**src/icache_tag_pkg.sv**
```systemverilog
// Instruction cache tag lookup package
// Sizes and vector types shared by the tag store, banks and hit checker

`default_nettype none

package icache_tag_pkg;

    // Tag width per line
    localparam int TAG_W = 8;

    // Line index width for 512 lines
    localparam int INDEX_W = 9;

    // Row address inside one even or odd bank
    localparam int BANK_ADR_W = 8;

    // Fetch address is tag, index and byte offset
    localparam int ADDR_W = 19;

    // Direct-mapped lines of 4 bytes
    localparam int NUM_LINES = 512;

    // Stored line tag
    typedef logic [TAG_W-1:0] tag_t;

    // Line index into the valid array
    typedef logic [INDEX_W-1:0] index_t;

    // Row within a single tag bank
    typedef logic [BANK_ADR_W-1:0] bank_adr_t;

    // Valid bit on top of the tag
    typedef logic [TAG_W:0] entry_t;

    // Fetch or refill byte address
    typedef logic [ADDR_W-1:0] fetch_addr_t;

endpackage

`default_nettype wire

```
**src/tag_bank.sv**
```systemverilog
// Tag bank of 256 rows by 8 bits
// Synchronous write, asynchronous read on the same row address

`timescale 1ns/1ps
`default_nettype none

module tag_bank (
    input  logic                    clk_i,
    input  logic                    we_i,
    input  icache_tag_pkg::bank_adr_t adr_i,
    input  icache_tag_pkg::tag_t      wdata_i,
    output icache_tag_pkg::tag_t      rdata_o
);
    import icache_tag_pkg::*;

    // Number of rows in one bank
    localparam int ROWS = 2 ** BANK_ADR_W;

    // Tag storage
    tag_t mem [0:ROWS-1];

    // Write on the rising edge when enabled
    always_ff @(posedge clk_i) begin
        if (we_i) begin
            mem[adr_i] <= wdata_i;
        end
    end

    // Combinational read of the addressed row
    assign rdata_o = mem[adr_i];

endmodule

`default_nettype wire

```
**config.mk**
```make
export PLATFORM = sky130hd
export DESIGN_NAME = tag_bank
export DESIGN_NICKNAME = d
export VERILOG_FILES = /design/src/icache_tag_pkg.sv /design/src/tag_bank.sv
export SDC_FILE = /design/constraint.sdc
export NUM_CORES = 2
export LEC_CHECK = 0
export ABC_CLOCK_PERIOD_IN_PS = 3000
export BUFFER_PORTS_ARGS = -buffer_cell sky130_fd_sc_hd__buf_2
export CAP_MARGIN = 0
export CORE_MARGIN = 2
export CORE_UTILIZATION = 45
export DETAILED_ROUTE_END_ITERATION = 12
export PLACE_DENSITY_LB_ADDON = 0.12
export SYNTH_ARGS = -nofsm -noshare
export SYNTH_HDL_FRONTEND = slang
export SYNTH_SLANG_ARGS = --single-unit
```
**constraint.sdc**
```tcl
create_clock -name clk_i -period 3 [get_ports clk_i]
set_clock_uncertainty 0.2 [all_clocks]
set_input_delay 0.6 -clock clk_i [delete_from_list [all_inputs] [get_ports clk_i]]
set_output_delay 0.6 -clock clk_i [all_outputs]
set_load 0.1 [all_outputs]
```
==> results.ini <==
[sta]
maxSlewViolCount = 0
clock.fmax_mhz = 231
tightest_slew_ns = 1.01
rsz0062_at_grt = yes
fin_crit_ns = 4.34
setup_tns_ns = -9.32
finalSetupViolations = 8
hold_violations = 0
fin_ws_ns = -1.34
fin_crit_sh_pct = 145
maxSlewHeadroom_pct = 32.0

[final_layout]
finalInstanceArea_mm2 = 0.0961
layout_common_cells = edfxtp_1 (2048), buf_4 (586), mux4_2 (512)
top_register = mem
multi_input_area_mm2 = 0.0169
instances_no_fill = 6788
largest_reg_flops = 2048
fin_util_pct = 55.4
ff_latch_area_mm2 = 0.0615
final_common_cell = edfxtp_1
fillers = 13000
fin_nets = 4314
synthToLayoutAreaGrowth_pct = 22.6
top_regs = mem: 2048 flops
layout-drive-gt1-share_pct = 40.3

[synthesis]
synth_cell_types = 21
synthCells = 3539
async_flop_share_pct = 0
synth.ff_latch_count = 2048
ys.flop_type = edfxtp_1
synth_edf_count = 2048
synth_area_mm2 = 0.0783
syn_nets = 3557
synth_area_per_cell_um2 = 22.1
ys_seq_area_share_pct = 78.5
ys_warn_count = 0

[global_routing]
grtUsageTotal_pct = 23.3
gr-total-overflow = 0
grt_pass1_wl_mm = 296
grt_pass1_vias = 41100
antenna_found_initial = 3
grt_max_degree = 116

[placed_design]
io_buffers = 25
dp_cells = 6357
placed_area_mm2 = 0.0874
hpwl_mm = 134
place_congestion = 0.873
place_ws_ns = -2.27

[setup_path]
required_ns = 2.20
critPathMaxFanout = 17
startpoint_type = input port
worst_setup_path_end_kind = output pin
arrival_ns = 3.54
crit_type = in2out

[route]
drt_wl_total_mm = 208
drtAntennaViolNets = 0
drtIter0Drc = 4714
drcViolationCount = 0
wl_per_cell_um = 30.6
dr.pass1.iters = 5
vias_per_cell = 5.86
vias = 39800

[worst_hold_path]
whs_path_depth = 1
hp-start = wdata_i[7]
hold_class = in2reg
min_to = mem[92][7]

[run]
cap_viol_max_count = 0

[clock_network]
clkTransAtPathRegs_ns = 0.06
cts_tree = done
cts.sinks = 2048
numCtsBuffers = 205
clock_path_buffers = 3
cts_root_buffer = clkbuf_16
cts_max_level = 4

[pwr]
combPwrFrac_pct = 6.3
p_int_mw = 47.6
p_seq_share_pct = 52.2
p_sw_mw = 12.9
total_leakage_power_nw = 30.7
p_clk_share_pct = 41.6
peakVddDrop_mv = 0.622
netSwitchingFraction_pct = 21.4
p_per_area_mw_per_mm2 = 629

[run_status]
status = complete, but fails checks
violations = negative setup slack

[floorplan]
coreArea_mm2 = 0.173
pin_count = 26
dieArea_mm2 = 0.177
start_util_pct = 45.2
die_h_um = 421
rows = 153
die_w_um = 421

-- cells in the mapped netlist, types with 16 or more instances --
| master | n | area (um^2) |
|---|---|---|
| buf_6 | 16 | 180 |
| nor3_1 | 30 | 150 |
| mux4_2 | 512 | 11500 |
| buf_4 | 16 | 120 |
| o41ai_1 | 32 | 280 |
| a21oi_1 | 128 | 641 |
| clkbuf_1 | 145 | 544 |
| a22oi_1 | 256 | 1920 |
| nand2_1 | 28 | 105 |
| edfxtp_1 | 2048 | 61500 |
| nor2_1 | 232 | 871 |
| buf_1 | 19 | 71.3 |
| buf_2 | 36 | 180 |
-- metrics by stage --
step	hold WS, ns	total power [mW]
after global placement	0.740	35.5
final	0.0761	60.5
after detailed placement	0.743	35.6
after CTS	0.0372	60.9
after floorplan	0.499	33.8
after global routing	0.0577	62.3
-- worst max-delay path, cell delays in order --
cell and delay [ns]:
buf_16 0.14, buf_16 0.21, buf_6 0.24, mux4_2 0.53
a22oi_1 0.33, a21oi_4 0.16, o41ai_4 0.43, buf_4 0.20
nand4_1 0.22, buf_6 0.23, buf_12 0.16
-- repair_timing --
action | 4_1_cts | 5_1_grt
setup buffers | 24 | 27
endpoints found under the setup margin | 8 | 8
gates resized for setup | 230 | 54
hold buffers | 1 | 0
endpoints found under the hold margin | 8 | 0
pin swaps | 61 | 25
cloned | 5 | 2
-- metal layers --
layer | global-route usage, % | up-vias | share of wire (%)
li1 | - | 16600 | -
met1 | 32.4 | 21400 | 41
met2 | 37.9 | 1490 | 49
met3 | 4.02 | 279 | 6.6
met4 | 7.45 | 0 | 3.0
met5 | 0 | - | 0
-- power by group through the flow --
stage / logic (mW) / clock network (mW) / registers, mW
2_1_floorplan: 1.59 / 0 / 32.2
3_3_place_gp: 3.36 / 0 / 32.1
3_5_place_dp: 3.42 / 0 / 32.2
4_1_cts: 3.73 / 25.6 / 31.5
5_1_grt: 3.96 / 26.8 / 31.5
6_report: 3.78 / 25.1 / 31.5
-- logic make-up after synthesis --
group / after synthesis / share of synthesized area [%]
AO/OA/AOI/OAI: 416 / 3.63
buffers and inverters: 233 / 1.40
multiplexers: 512 / 14.7
AND/OR/NAND/NOR: 330 / 1.74
flip-flops: 2048 / 78.5
-- worst max-delay path by stage --
stage / startpoint / endpoint / slack, ns
floorplan: adr_i[0] / rdata_o[0] / -0.91
global placement: adr_i[0] / rdata_o[0] / -2.25
detailed placement: adr_i[0] / rdata_o[0] / -2.27
CTS: mem[170][0] / rdata_o[0] / -1.43
global route: mem[203][2] / rdata_o[2] / -1.34
finish: adr_i[0] / rdata_o[2] / -1.34
-- cell type report --
| class | instances | share of cell area [%] |
|---|---|---|
| Multi-Input combinational cell | 1258 | 17.6 |
| Tap cell | 2325 | 3.03 |
| Sequential cell | 2048 | 64.0 |
| Antenna cell | 1 | 0.00260 |
| Clock inverter | 119 | 1.34 |
| Timing Repair Buffer | 782 | 8.46 |
| Inverter | 1 | 0.00391 |
| Clock buffer | 254 | 5.55 |
(Power assumes the default switching activity.)
