File: config.mk
export PLATFORM = sky130hd
export DESIGN_NAME = valid_tag_store
export DESIGN_NICKNAME = d
export VERILOG_FILES = /design/src/icache_tag_pkg.sv /design/src/valid_tag_store.sv
export SDC_FILE = /design/constraint.sdc
export NUM_CORES = 1
export LEC_CHECK = 0
export BUFFER_PORTS_ARGS = -buffer_cell sky130_fd_sc_hd__buf_2
export CORE_MARGIN = 4
export CORE_UTILIZATION = 52
export CTS_BUF_LIST = sky130_fd_sc_hd__clkbuf_4 sky130_fd_sc_hd__clkbuf_8
export CTS_CLUSTER_DIAMETER = 40
export DETAILED_ROUTE_END_ITERATION = 8
export PLACE_DENSITY = 0.74
export SLEW_MARGIN = 30
export SYNTH_ARGS = -nofsm -noshare
export SYNTH_HDL_FRONTEND = slang
export SYNTH_SLANG_ARGS = --single-unit
File: constraint.sdc
create_clock -name clk_i -period 7.7 [get_ports clk_i]
set_input_delay 1.54 -clock clk_i [delete_from_list [all_inputs] [get_ports clk_i]]
set_output_delay 1.54 -clock clk_i [all_outputs]
set_load 0.005 [all_outputs]
File: src/icache_tag_pkg.sv
// Instruction cache tag lookup package
// Sizes and vector types shared by the tag store, banks and hit checker

`default_nettype none

package icache_tag_pkg;

    // Tag width per line
    localparam int TAG_W = 8;

    // Line index width for 512 lines
    localparam int INDEX_W = 9;

    // Row address inside one even or odd bank
    localparam int BANK_ADR_W = 8;

    // Fetch address is tag, index and byte offset
    localparam int ADDR_W = 19;

    // Direct-mapped lines of 4 bytes
    localparam int NUM_LINES = 512;

    // Stored line tag
    typedef logic [TAG_W-1:0] tag_t;

    // Line index into the valid array
    typedef logic [INDEX_W-1:0] index_t;

    // Row within a single tag bank
    typedef logic [BANK_ADR_W-1:0] bank_adr_t;

    // Valid bit on top of the tag
    typedef logic [TAG_W:0] entry_t;

    // Fetch or refill byte address
    typedef logic [ADDR_W-1:0] fetch_addr_t;

endpackage

`default_nettype wire

File: src/valid_tag_store.sv
// Valid bit array with even/odd tag bank steering
// One write port and two read ports mapped onto two external tag banks

`timescale 1ns/1ps
`default_nettype none

module valid_tag_store (
    input  logic                      clk_i,
    input  logic                      rst_i,
    // Write port
    input  logic                      wen_i,
    input  icache_tag_pkg::index_t    wadr_i,
    input  icache_tag_pkg::tag_t      wdata_i,
    // Read port 0
    input  icache_tag_pkg::index_t    radr0_i,
    output icache_tag_pkg::entry_t    data0_o,
    // Read port 1
    input  icache_tag_pkg::index_t    radr1_i,
    output icache_tag_pkg::entry_t    data1_o,
    // Even tag bank
    output logic                      we0_o,
    output icache_tag_pkg::bank_adr_t adr0_o,
    output icache_tag_pkg::tag_t      wd0_o,
    input  icache_tag_pkg::tag_t      datao0_i,
    // Odd tag bank
    output logic                      we1_o,
    output icache_tag_pkg::bank_adr_t adr1_o,
    output icache_tag_pkg::tag_t      wd1_o,
    input  icache_tag_pkg::tag_t      datao1_i
);
    import icache_tag_pkg::*;

    // One valid bit per line
    logic [NUM_LINES-1:0] valid_q;

    // Bank rows used for reads
    bank_adr_t rd_row_even;
    bank_adr_t rd_row_odd;

    // Row written by a refill
    bank_adr_t wr_row;

    // Tag picked for each read port
    tag_t tag0;
    tag_t tag1;

    // Valid bits are cleared by reset and set by every refill
    always_ff @(posedge clk_i) begin
        if (rst_i) begin
            valid_q <= '0;
        end else if (wen_i) begin
            valid_q[wadr_i] <= 1'b1;
        end
    end

    // Write row drops the parity bit
    assign wr_row = wadr_i[INDEX_W-1:1];

    // Port 0 is port 1 or port 1 plus one
    // Odd port 0 means port 1 holds the even index, or both are odd
    assign rd_row_even = radr0_i[0] ? radr1_i[INDEX_W-1:1] : radr0_i[INDEX_W-1:1];
    assign rd_row_odd  = radr0_i[0] ? radr0_i[INDEX_W-1:1] : radr1_i[INDEX_W-1:1];

    // Even bank
    // Write takes the row away from the reads
    assign we0_o  = wen_i & ~wadr_i[0];
    assign adr0_o = wen_i ? wr_row : rd_row_even;
    assign wd0_o  = wdata_i;

    // Odd bank
    assign we1_o  = wen_i & wadr_i[0];
    assign adr1_o = wen_i ? wr_row : rd_row_odd;
    assign wd1_o  = wdata_i;

    // Each port takes the bank of its own parity
    assign tag0 = radr0_i[0] ? datao1_i : datao0_i;
    assign tag1 = radr1_i[0] ? datao1_i : datao0_i;

    // Entries carry the valid bit above the tag
    assign data0_o = {valid_q[radr0_i], tag0};
    assign data1_o = {valid_q[radr1_i], tag1};

endmodule

`default_nettype wire

==> metrics.csv <==
stage,metric,value,unit
clock_network,cts_buffer_depth,3,
final_layout,stdcell_count,3253,
drt,antenna_left,0,
worst_setup_path,worstReg2RegEnd,valid_q[9],
final_layout,fill_cells,3863,
floorplanning,coreArea,46950,µm²
floorplanning,die_h,226.9,µm
grt,grt_first_pass_wirelength,128500,µm
synthesis,netlist_area,24920,µm²
sta,grt_setup_unrepaired,no,
job,drv_cap,0,
clock_network,cts_resized,0,
floorplanning,initial_core_util,53.07,%
worst_hold_path,hold_end,valid_q[498],
worst_setup_path,max_stage_delay,650,ps
synthesis,synth_ff_type,dfxtp_1,
sta,finalCritPeriodShare,86.70,%
worst_setup_path,cp.arrival,5140,ps
grt,antenna_found_initial,1,
sta,drv_slew,0,
grt,grt_pass1_vias,21487,
drt,wl,85500,µm
final_layout,num-nets-final,2633,
clock_network,cts_sinks,512,
floorplanning,pin_count,106,
drt,num_vias,22315,
worst_setup_path,path_max_fanout,82,
worst_setup_path,critPathLaunchType,input port,
grt,grt.overflow.total,0,
drt,vias_per_cell,6.860,
sta,relSlewSlack,33.13,%
worst_setup_path,cp_num_buf_inv,4,
synthesis,syn_avg_cell_area,9.510,µm²
floorplanning,row_count,79,
final_layout,drive_gt1_share,21.35,%
synthesis,synth-seq-cells,512,
sta,fmax,0.1498,GHz
worst_setup_path,worstPathCellList,buf_8 > buf_4 > mux4_2 > nor2_1 > a2111oi_0 > a2111oi_0 > a211oi_1 > nor3_1 > nor4_1 > buf_4 > buf_2,
synthesis,synth-async-reset-ratio,0,%
clock_network,htree_levels,3,
grt,track_usage,32.53,%
final_layout,largest_reg_flops,512,
final_layout,fin_util,58.62,%
worst_setup_path,regToRegStartpoint,valid_q[9],
sta,report.final.setup_viol,0,
worst_setup_path,rrSetupSlack,7010,ps
sta,tightest_slew,999.4,ps
power,p_per_area,214.9,nW/µm²
synthesis,syn_inst,2620,
final_layout,registers.top_by_ff_count,valid_q,
final_layout,area_growth,10.47,%
worst_setup_path,cp.required,6160,ps
floorplanning,dieArea,51480,µm²
synthesis,synth-edff-count,0,
worst_setup_path,crit_family,buffers and inverters,
worst_setup_path,critical_path_class,in2out,
clock_network,root_buffer,clkbuf_8,
clock_network,numCtsBuffers,89,
synthesis,yosysSeqAreaShare,41.14,%
synthesis,ys_warn_count,0,
final_layout,diodes,0,
place,io_buffer_count,81,
worst_setup_path,cp_slowest_cell,nor4_1,
worst_hold_path,min_path_cells,2,
sta,period_needed,6676,ps
place,dp_cells,3093,
clock_network,cts_setup_buffers,0,
drt,first_pass_iters,7,
power,p_leak,9.966,nW
clock_network,cts_hold_buf,0,
sta,tns,0,ps
drt,wire_per_inst,26.28,µm
clock_network,cts_tree,yes,
sta,skew,0,ps
final_layout,top_regs,valid_q (512),
worst_hold_path,hold_class,reg2reg,
synthesis,ys_types,56,
drt,first_iter_violations,3692,
worst_setup_path,cp-end-kind,output port,
clock_network,worst_setup_hold_path_clk_slew,60,ps
sta,hold_viol_final,0,
place,place.gp.congestion,0.9615,
power,vdd_drop_max,104.0,µV
clock_network,clock_latency,700,ps
worst_hold_path,min_from,valid_q[498],
place,dp_hpwl,49970,µm
worst_setup_path,r2r_cells,2,
drt,drc,0,
grt,grt_max_degree,242,
synthesis,synth.net_count,2674,
floorplanning,die_w,226.9,µm
run_status,status,"complete, no violations",
-- power by group --
part | leakage (nW) | switching (mW) | internal [mW] | total [mW]
clock | 1.03 | 1.17 | 1.60 | 2.77
combinational | 4.82 | 0.342 | 0.147 | 0.489
sequential | 4.12 | 0.00257 | 2.65 | 2.66
-- metal layers --
layer | track usage (%) | vias to the layer above | wire length, µm
met5 | 0 | - | 9
met4 | 18.83 | 2 | 5490
met3 | 8.325 | 414 | 11890
met2 | 48.85 | 1740 | 37300
met1 | 42.80 | 10698 | 30810
li1 | - | 9461 | -
-- layout make-up --
cell class / instances / area (µm²) / area share, %
tap: 607 / 759.5 / 2.759
clock buffer: 129 / 1663 / 6.042
clock inverter: 29 / 329.1 / 1.196
inverter: 9 / 33.78 / 0.1227
timing repair buffer: 132 / 942.2 / 3.423
sequential: 512 / 10250 / 37.24
multi-input combinational: 1835 / 13550 / 49.22
-- worst register-to-register path, stage by stage (launching register included) --
cell and delay (ps):
dfxtp_1 320, a21oi_1 160, nor2_1 70
-- layout by cell type (no fill, tap or decap), types with 15 or more instances in the layout --
cell      count
nor2b_1      28
o221ai_1     52
a21oi_1     529
clkbuf_4     18
mux2i_1     141
a22oi_1      20
o21ai_0      21
clkbuf_8    111
buf_4        44
a211oi_1     40
mux2_2       18
mux4_2      199
o22ai_1      24
buf_2        76
nand2_1      37
nor2_1      558
nor2_2       32
dfxtp_1     512
nand2b_1     15
-- synthesized netlist by cell type (2+ instances only) --
cell type	number	area share [%]
nand4_1	2	0.050
a221oi_1	4	0.14
o2111ai_1	3	0.11
buf_4	28	0.84
a22oi_1	20	0.60
o21ai_0	21	0.42
buf_1	6	0.090
o22ai_1	24	0.60
o31ai_1	2	0.060
o211ai_1	5	0.15
mux2i_1	141	5.7
buf_2	29	0.58
nand2b_1	16	0.40
a21oi_1	529	11
nand2_1	38	0.57
a211oi_1	40	1.2
mux2_2	18	0.81
and2_1	2	0.050
a21boi_0	14	0.42
nand3_1	6	0.12
a31oi_1	6	0.15
clkbuf_1	183	2.8
a22o_1	6	0.21
nor2b_1	30	0.75
buf_8	3	0.18
a2111oi_0	8	0.28
buf_6	13	0.59
nor3_1	20	0.40
o221ai_1	52	1.8
o32ai_1	2	0.070
or2_2	2	0.050
inv_1	8	0.12
mux4_2	199	18
nor4_1	4	0.10
nor2_1	600	9.0
dfxtp_1	512	41
nand3b_1	4	0.12
or3b_2	2	0.070
-- logic make-up after synthesis --
| family | Yosys count | share of synthesized area (%) |
|---|---|---|
| AND/OR/NAND/NOR | 731 | 11.88 |
| multiplexers | 358 | 24.47 |
| buffers and inverters | 273 | 5.278 |
| AO/OA/AOI/OAI | 746 | 17.24 |
| flip-flops | 512 | 41.14 |
-- metrics by stage --
step / setup WS [ps] / instance area (µm²) / power, mW / hold slack [ps]
3_5_place_dp: 1237 / 25390 / 3.176 / 467.5
4_1_cts: 1208 / 27390 / 5.896 / 486.2
6_report: 1024 / 27520 / 5.913 / 485.0
2_1_floorplan: 2540 / 24920 / 3.018 / 445.5
5_1_grt: 851.4 / 27520 / 6.064 / 502.9
3_3_place_gp: 1255 / 25390 / 3.170 / 458.4
-- how the worst max path moves through the flow --
stage                       endpoint  slack (ps)  cells past startpoint       start
after detailed placement  data0_o[8]        1240                     11  radr0_i[0]
after CTS                 data0_o[8]        1210                     11  radr0_i[0]
after global placement    data0_o[8]        1260                     11  radr0_i[0]
after global routing      data0_o[8]         850                     11  radr0_i[0]
final                     data0_o[8]        1020                     11  radr0_i[0]
after floorplan           data1_o[8]        2540                     10  radr1_i[0]
No activity file was read; power rests on OpenSTA's default activity.
