### src/icache_tag_pkg.sv
// Instruction cache tag lookup package
// Sizes and vector types shared by the tag store, banks and hit checker

`default_nettype none

package icache_tag_pkg;

    // Tag width per line
    localparam int TAG_W = 8;

    // Line index width for 512 lines
    localparam int INDEX_W = 9;

    // Row address inside one even or odd bank
    localparam int BANK_ADR_W = 8;

    // Fetch address is tag, index and byte offset
    localparam int ADDR_W = 19;

    // Direct-mapped lines of 4 bytes
    localparam int NUM_LINES = 512;

    // Stored line tag
    typedef logic [TAG_W-1:0] tag_t;

    // Line index into the valid array
    typedef logic [INDEX_W-1:0] index_t;

    // Row within a single tag bank
    typedef logic [BANK_ADR_W-1:0] bank_adr_t;

    // Valid bit on top of the tag
    typedef logic [TAG_W:0] entry_t;

    // Fetch or refill byte address
    typedef logic [ADDR_W-1:0] fetch_addr_t;

endpackage

`default_nettype wire

### src/fetch_hit_check.sv
// Fetch hit checker for the instruction cache tags
// Derives both line indices of a fetch and compares stored entries with expected tags

`timescale 1ns/1ps
`default_nettype none

module fetch_hit_check (
    input  icache_tag_pkg::fetch_addr_t fetch_addr_i,
    input  logic                        fill_i,
    // Line indices to the store
    output icache_tag_pkg::index_t      lo_index_o,
    output icache_tag_pkg::index_t      hi_index_o,
    // Entries returned by the store
    input  icache_tag_pkg::entry_t      entry_lo_i,
    input  icache_tag_pkg::entry_t      entry_hi_i,
    // Hit results
    output logic                        hit_lo_o,
    output logic                        hit_hi_o,
    output logic                        hit_o
);
    import icache_tag_pkg::*;

    // Fields of the fetch address
    tag_t   fetch_tag;
    index_t fetch_index;
    logic   crossing;

    // Next line index with carry out of the top
    logic [INDEX_W:0] hi_sum;
    logic             hi_wrap;
    tag_t             hi_tag;

    // Raw compare results before the fill gate
    logic lo_match;
    logic hi_match;

    // Tag in the upper bits, index above the byte offset
    assign fetch_tag   = fetch_addr_i[ADDR_W-1 -: TAG_W];
    assign fetch_index = fetch_addr_i[2 +: INDEX_W];

    // Bit 1 set means the 4-byte fetch spills into the next line
    assign crossing = fetch_addr_i[1];

    // Second line wraps from 511 to 0
    assign hi_sum  = {1'b0, fetch_index} + {{INDEX_W{1'b0}}, crossing};
    assign hi_wrap = hi_sum[INDEX_W];

    // The wrapped line belongs to the next tag
    assign hi_tag = fetch_tag + {{(TAG_W-1){1'b0}}, hi_wrap};

    assign lo_index_o = fetch_index;
    assign hi_index_o = hi_sum[INDEX_W-1:0];

    // Valid and matching tag
    assign lo_match = entry_lo_i[TAG_W] && (entry_lo_i[TAG_W-1:0] == fetch_tag);
    assign hi_match = entry_hi_i[TAG_W] && (entry_hi_i[TAG_W-1:0] == hi_tag);

    // Banks are busy with the refill, so lookups are dropped
    // Non-crossing fetches read the same line twice, hi equals lo
    assign hit_lo_o = lo_match & ~fill_i;
    assign hit_hi_o = hi_match & ~fill_i;
    assign hit_o    = lo_match & hi_match & ~fill_i;

endmodule

`default_nettype wire

### config.mk
export PLATFORM = sky130hd
export DESIGN_NAME = fetch_hit_check
export DESIGN_NICKNAME = d
export VERILOG_FILES = /design/src/icache_tag_pkg.sv /design/src/fetch_hit_check.sv
export SDC_FILE = /design/constraint.sdc
export NUM_CORES = 1
export LEC_CHECK = 0
export BUFFER_PORTS_ARGS = -buffer_cell sky130_fd_sc_hd__buf_4
export CAP_MARGIN = 20
export CORE_AREA = 2 2 45 47
export DETAILED_ROUTE_END_ITERATION = 10
export DIE_AREA = 0 0 47 49
export PLACE_DENSITY_LB_ADDON = 0.05
export SLEW_MARGIN = 0
export SYNTH_ARGS = -nofsm -noshare
export SYNTH_HDL_FRONTEND = slang
export SYNTH_SLANG_ARGS = --single-unit
### constraint.sdc
create_clock -name vclk -period 2.2
set_input_delay 0.11 -clock vclk [all_inputs]
set_output_delay 0.11 -clock vclk [all_outputs]
set_load 0.005 [all_outputs]
==> summary.md, run 1 <==
| Metric | Value |
|---|---|
| Relative slew slack | `75.6%` |
| Post-Syn Area per Cell | `7.29 um^2` |
| Pwr per Cell Area | `147 nW/um^2` |
| CP startpoint kind | `input port` |
| Crit Path Max Fanout | `2` |
| Lkg Pwr | `0.000611 uW` |
| Final slew viol count | `0` |
| Max Freq | `0.417 GHz` |
| Comb pwr share | `100.0%` |
| Period Utilization, post-route | `109%` |
| 1st-pass router iterations | `4` |
| Hold Path Stages | `2` |
| FFs & Latches | `0` |
| Syn Inst Count | `79` |
| Clock buf count | `0` |
| Antenna diode count | `0` |
| Grt total ovfl | `0` |
| Setup CP Type | `input port to output port` |
| Setup TNS | `-0.455 ns` |
| Library cells used by synthesis | `25` |
| Max Cap Viol | `0` |
| Initial antenna violation count | `0` |
| Layout cells sized above 1 | `63.4%` |
| Die Ht | `49 um` |
| Core area | `1840 um^2` |
| Min-Delay Endpoint | `lo_index_o[0]` |
| Mapped cell area | `576 um^2` |
| Sw frac | `a little under two fifths` |
| Hold crit path type | `input port to output port` |
| Hold-fix buffers, CTS | `0` |
| Initial Util | `31.3%` |
| RePlAce Congestion | `0.672` |
| First-pass GRT wire length | `3240 um` |
| Register Area | `0 um^2` |
| Hold Fails Final Rpt | `0` |
| Vias in the first global route | `793` |
| Syn-to-layout area delta | `120%` |
| Cell row count | `16` |
| Hold Startpoint | `fetch_addr_i[2]` |
| Failing checks | `negative setup slack` |
| Clock Power Share | `0%` |
| Via count | `838` |
| CP arrival | `2.29 ns` |
| Post-layout nets | `197` |
| Die area | `2300 um^2` |
| Global Route Usage Sum | `18.0%` |
| Ys Warns | `0` |
| Pint | `116 uW` |
| Unrepaired setup endpoints after global routing | `yes` |
| Post-Syn Nets | `~120` |
| Outcome | `finished, violations left` |
| Peak supply drop | `104 uV` |
| Die Span X | `47 um` |
| Seq/Total Area, Yosys | `0%` |
| Min cycle time layout | `2.40 ns` |
| Largest net degree at the start of global routing | `8` |
| Slew at the pin closest to its max-slew limit | `~0.36 ns` |
| Sequential Power Share | `0%` |
| Count of final setup violators | `3` |
| Worst setup EP type | `output port` |
| DP HPWL | `1540 um` |
| Total wire length | `around 2000 um` |
| Net Sw Power | `71.0 uW` |
| Detail Route Antenna Nets | `0` |
| Final Util | `68.8%` |
| Routed vias/inst | `4.66` |
| Buffers on Ports | `58` |
| Setup ws final | `-0.196 ns` |
| Routed len/inst | `11.0 um` |
| Drt initial violations | `4` |
| Req. time, crit path | `2.09 ns` |
| DR DRC count | `0` |
| # IOs | `59` |
-- Yosys cell counts (all sizes together) --
cell	instances	area, um^2
a211o	1	8.76
a21o	1	7.51
a21oi	3	15.0
a31oi	1	6.26
and3	2	12.5
and4	1	10.0
buf	9	67.6
ha	4	50.1
inv	1	3.75
nand2	6	22.5
nand2b	2	12.5
nand3	7	35.0
nand4	2	12.5
nor2	4	15.0
nor2b	2	12.5
nor3	2	10.0
nor3b	1	12.5
nor4	1	6.26
nor4b	1	8.76
o211ai	1	7.51
o311ai	1	8.76
o32ai	1	8.76
or4	1	11.3
xnor2	12	105
xor2	12	105
-- power by group through the flow --
stage / clock network (uW) / registers [uW] / logic, uW
after CTS: 0 / 0 / 184
after detailed placement: 0 / 0 / 176
after floorplan: 0 / 0 / 69.6
after global routing: 0 / 0 / 205
after global placement: 0 / 0 / 175
final: 0 / 0 / 187
-- per-stage QoR --
step	power, uW	std cells	hold WS (ns)	setup WS (ns)	area (um^2)
2_1_floorplan	69.6	79	0.244	-0.0450	621
3_3_place_gp	175	168	0.414	-0.214	1120
3_5_place_dp	176	168	0.415	-0.274	1120
4_1_cts	184	180	0.397	-0.165	1240
5_1_grt	205	180	0.403	-0.262	1270
6_report	187	180	0.394	-0.196	1270
-- worst max-delay path: stages --
cell     delay (ns)
buf_6          0.10
ha_4           0.15
nand2_4        0.06
nor2_4         0.04
buf_4          0.12
buf_4          0.12
buf_4          0.12
buf_4          0.12
buf_4          0.12
buf_4          0.12
buf_4          0.12
buf_4          0.12
buf_4          0.12
buf_4          0.12
buf_4          0.12
buf_4          0.12
buf_6          0.11
xor2_2         0.14
buf_4          0.14
-- placed cells by master, fill, tap and decap left out, types with 2 or more instances in the layout --
master,instances
a21oi_1,3
xor2_1,11
nand4_1,2
buf_4,80
nor2b_1,2
buf_6,3
nand2_1,5
nand3_1,6
xnor2_1,11
ha_4,3
nor2_1,3
-- layer usage --
layer	GRT usage [%]	part of all wire (%)	vias up
li1	-	-	421
met1	23.6	40	374
met2	32.0	49	37
met3	0.370	7.1	6
met4	3.24	3.5	0
met5	0	0	-
-- cell type report --
type	count	area, um^2
repair buffers	83	634
multi-input cells	69	594
fillers	157	576
well taps	27	33.8
inverters	1	3.75
-- worst max path at each step --
stage	from	endpoint	slack, ns	depth (start not counted)
after floorplan	fetch_addr_i[1]	hit_o	-0.04	12
after CTS	fetch_addr_i[2]	hit_hi_o	-0.16	13
after detailed placement	fetch_addr_i[2]	hit_o	-0.27	14
after global placement	fetch_addr_i[2]	hit_o	-0.21	14
final	fetch_addr_i[2]	hi_index_o[5]	-0.20	19
after global routing	fetch_addr_i[2]	hit_o	-0.26	13
-- kinds of logic (layout without fill, tap and decap cells) --
kind of cell	Yosys count	in the layout	synth area share, %
AOI/OAI and AO/OA	9	9	10.9
buffers and inverters	10	84	12.4
xor gates and xnor gates	24	24	36.5
adders and majority gates	4	4	8.70
and+or+nand+nor	32	32	31.5
-- timing repair --
action | CTS | global route
hold endpoints to repair | 0 | 0
buffers inserted | 12 | 0
gates resized for setup | 5 | 5
endpoints found under the setup margin | 2 | 3
pin swaps | 3 | 4
Note: power is estimated with default switching activity, not from simulation.
==> run 2: changes to the inputs <==
- RECOVER_POWER: unset -> 25
- REMOVE_ABC_BUFFERS: unset -> 1
==> run 2 against run 1 <==
Against the previous run:
- the flow still finishes with violations (negative setup slack)
- first-iteration DRC count is 75% higher
- worst hold slack hardly changed
- setup slack better by 0.057 ns
- sequential share of layout area stayed put
- final area is 6.6% lower
- combinational power is 3% lower
- routed wire length is 4.3% lower
- critical endpoint is now hit_hi_o
- highest routed layer is now met3
==> summary.md, run 2 (synthesis results as in run 1) <==
| Metric | Value |
|---|---|
| Global Route Usage Sum | `16.0% (-2.0 points)` |
| First-pass GRT wire length | `2890 um (-11%)` |
| Die Ht | `49 um (unchanged)` |
| Slowest cell delay on critical path | `0.45 ns (+0.30 ns)` |
| Detail Route Antenna Nets | `0 (unchanged)` |
| Antenna diode count | `0 (unchanged)` |
| Filler cell count | `191 (+22%)` |
| Largest net degree at the start of global routing | `8 (unchanged)` |
| Via count | `796 (-5.0%)` |
| Setup TNS | `-0.268 ns (+0.187 ns)` |
| Clock buf count | `0 (unchanged)` |
| Initial Util | `31.3% (unchanged)` |
| Slew at the pin closest to its max-slew limit | `0.364 ns (+0.00132 ns)` |
| Peak supply drop | `104 uV (-0.22%)` |
| RePlAce Congestion | `0.673 (about the same)` |
| Min cycle time layout | `2.34 ns (-0.0573 ns)` |
| Slowest-stage cell, CP | `or4_4` |
| Failing checks | `negative setup slack` |
| Routed vias/inst | `4.57 (-1.7%)` |
| CP arrival | `2.23 ns (-0.06 ns)` |
| Max Cap Viol | `0 (unchanged)` |
| Commonest cells after routing, fill and taps aside | `buf_4, xor2_1, xnor2_1, nand3_1, nand2_1` |
| Hold crit path type | `input port to output port` |
| Crit Path Max Fanout | `3 (+1)` |
| Buffers on Ports | `58 (unchanged)` |
| CP startpoint kind | `input port` |
| Relative slew slack | `75.4% (-0.21 points)` |
| Final slew viol count | `0 (unchanged)` |
| 1st-pass router iterations | `4 (unchanged)` |
| Critical Path, Cell by Cell | `buf_8 -> ha_4 -> nand2_2 -> nor2_2 -> and3_1 -> and3_1 -> ha_2 -> ha_4 -> nand2b_1 -> o211ai_1 -> a31oi_1 -> or4_4 -> nor3_2 -> buf_4` |
| Vias in the first global route | `769 (-3.0%)` |
| Cell row count | `16 (unchanged)` |
| Initial antenna violation count | `0 (unchanged)` |
| Hold-fix buffers, CTS | `0 (unchanged)` |
| Worst setup path start | `fetch_addr_i[2]` |
| Lkg Pwr | `0.000567 uW (-7.2%)` |
| Post-layout nets | `191 (-3.0%)` |
| DR DRC count | `0 (unchanged)` |
| Critical Path End | `hit_hi_o` |
| Die area | `2300 um^2 (unchanged)` |
| Most common cell after layout, fill and taps aside | `buf_4` |
| Outcome | `finished, violations left` |
| Setup ws final | `-0.138 ns (+0.0573 ns)` |
| Drt initial violations | `7 (+3)` |
| Setup CP Type | `input port to output port` |
| Die Span X | `47 um (unchanged)` |
| FFs & Latches | `0 (unchanged)` |
| Count of final setup violators | `2 (-1)` |
| Hold Fails Final Rpt | `0 (unchanged)` |
| # IOs | `59 (unchanged)` |
| Pwr per Cell Area | `153 nW/um^2 (+3.7%)` |
| Period Utilization, post-route | `106% (-2.6 points)` |
| Hold Startpoint | `fetch_addr_i[2]` |
| Total wire length | `1890 um (-4.3%)` |
| Max Freq | `0.428 GHz (+2.5%)` |
| Layout cells sized above 1 | `59.9% (-3.5 points)` |
| Unrepaired setup endpoints after global routing | `yes` |
| Worst setup EP type | `output port` |
| Pre-CTS WS | `-0.406 ns (-0.132 ns)` |
| Grt total ovfl | `0 (unchanged)` |
| DP HPWL | `1650 um (+6.7%)` |
| Req. time, crit path | `2.09 ns (about the same)` |
| Syn-to-layout area delta | `105%` |
| Core area | `1840 um^2 (unchanged)` |
| Routed len/inst | `10.8 um (-1.0%)` |
| Register Area | `0 um^2 (unchanged)` |
==> run 2: area by class of cell <==
type	instances	area [um^2]	area share, %
tap	27	33.8	2.86
timing repair buffer	77	586	49.5
inverter	1	3.75	0.317
multi-input combinational	69	559	47.3
==> run 2: through the flow <==
| step | instance area [um^2] | total power [uW] | hold WS [ns] | utilization (%) | cells |
|---|---|---|---|---|---|
| after floorplan | 508 | 53.0 | 0.220 | - | 70 |
| after global placement | 1070 | 170 | 0.399 | 58.4 | 168 |
| after detailed placement | 1070 | 172 | 0.402 | 58.4 | 168 |
| after CTS | 1140 | 179 | 0.396 | 62.1 | 171 |
| after global routing | 1180 | 198 | 0.398 | 64.2 | 174 |
| final | 1180 | 181 | 0.394 | 64.2 | 174 |
==> run 2: worst max-delay path, delay by kind of cell <==
family,cells,cell delay [ns]
AO/OA/AOI/OAI,2,0.21
adder cells (fa/ha/maj),3,0.53
buffers and inverters,2,0.23
AND/OR/NAND/NOR,7,1.15
==> run 2: how the worst min path moves through the flow <==
stage | to | cells after the start
floorplan | lo_index_o[0] | 0
global placement | lo_index_o[0] | 2
detailed placement | lo_index_o[0] | 2
CTS | lo_index_o[0] | 2
global route | lo_index_o[0] | 2
finish | lo_index_o[0] | 2
==> run 2: timing repair <==
item	in CTS	in global routing
resized for setup	8	5
pin swaps	13	1
buffers inserted	3	3
endpoints found under the setup margin	2	2
==> run 2: where the power goes <==
part	leakage (uW)	switching, uW	internal [uW]
Combinational	0.000567	67.4	113
Clock	0	0	0
Sequential	0	0	0
==> run 2: layer usage <==
metal | wire [um] | track usage, % | share of wire, %
met5 | 0 | 0 | 0
met4 | 0 | 0 | 0
met3 | 142 | 1.48 | 7.5
met2 | 1090 | 31.3 | 58
met1 | 654 | 18.9 | 35
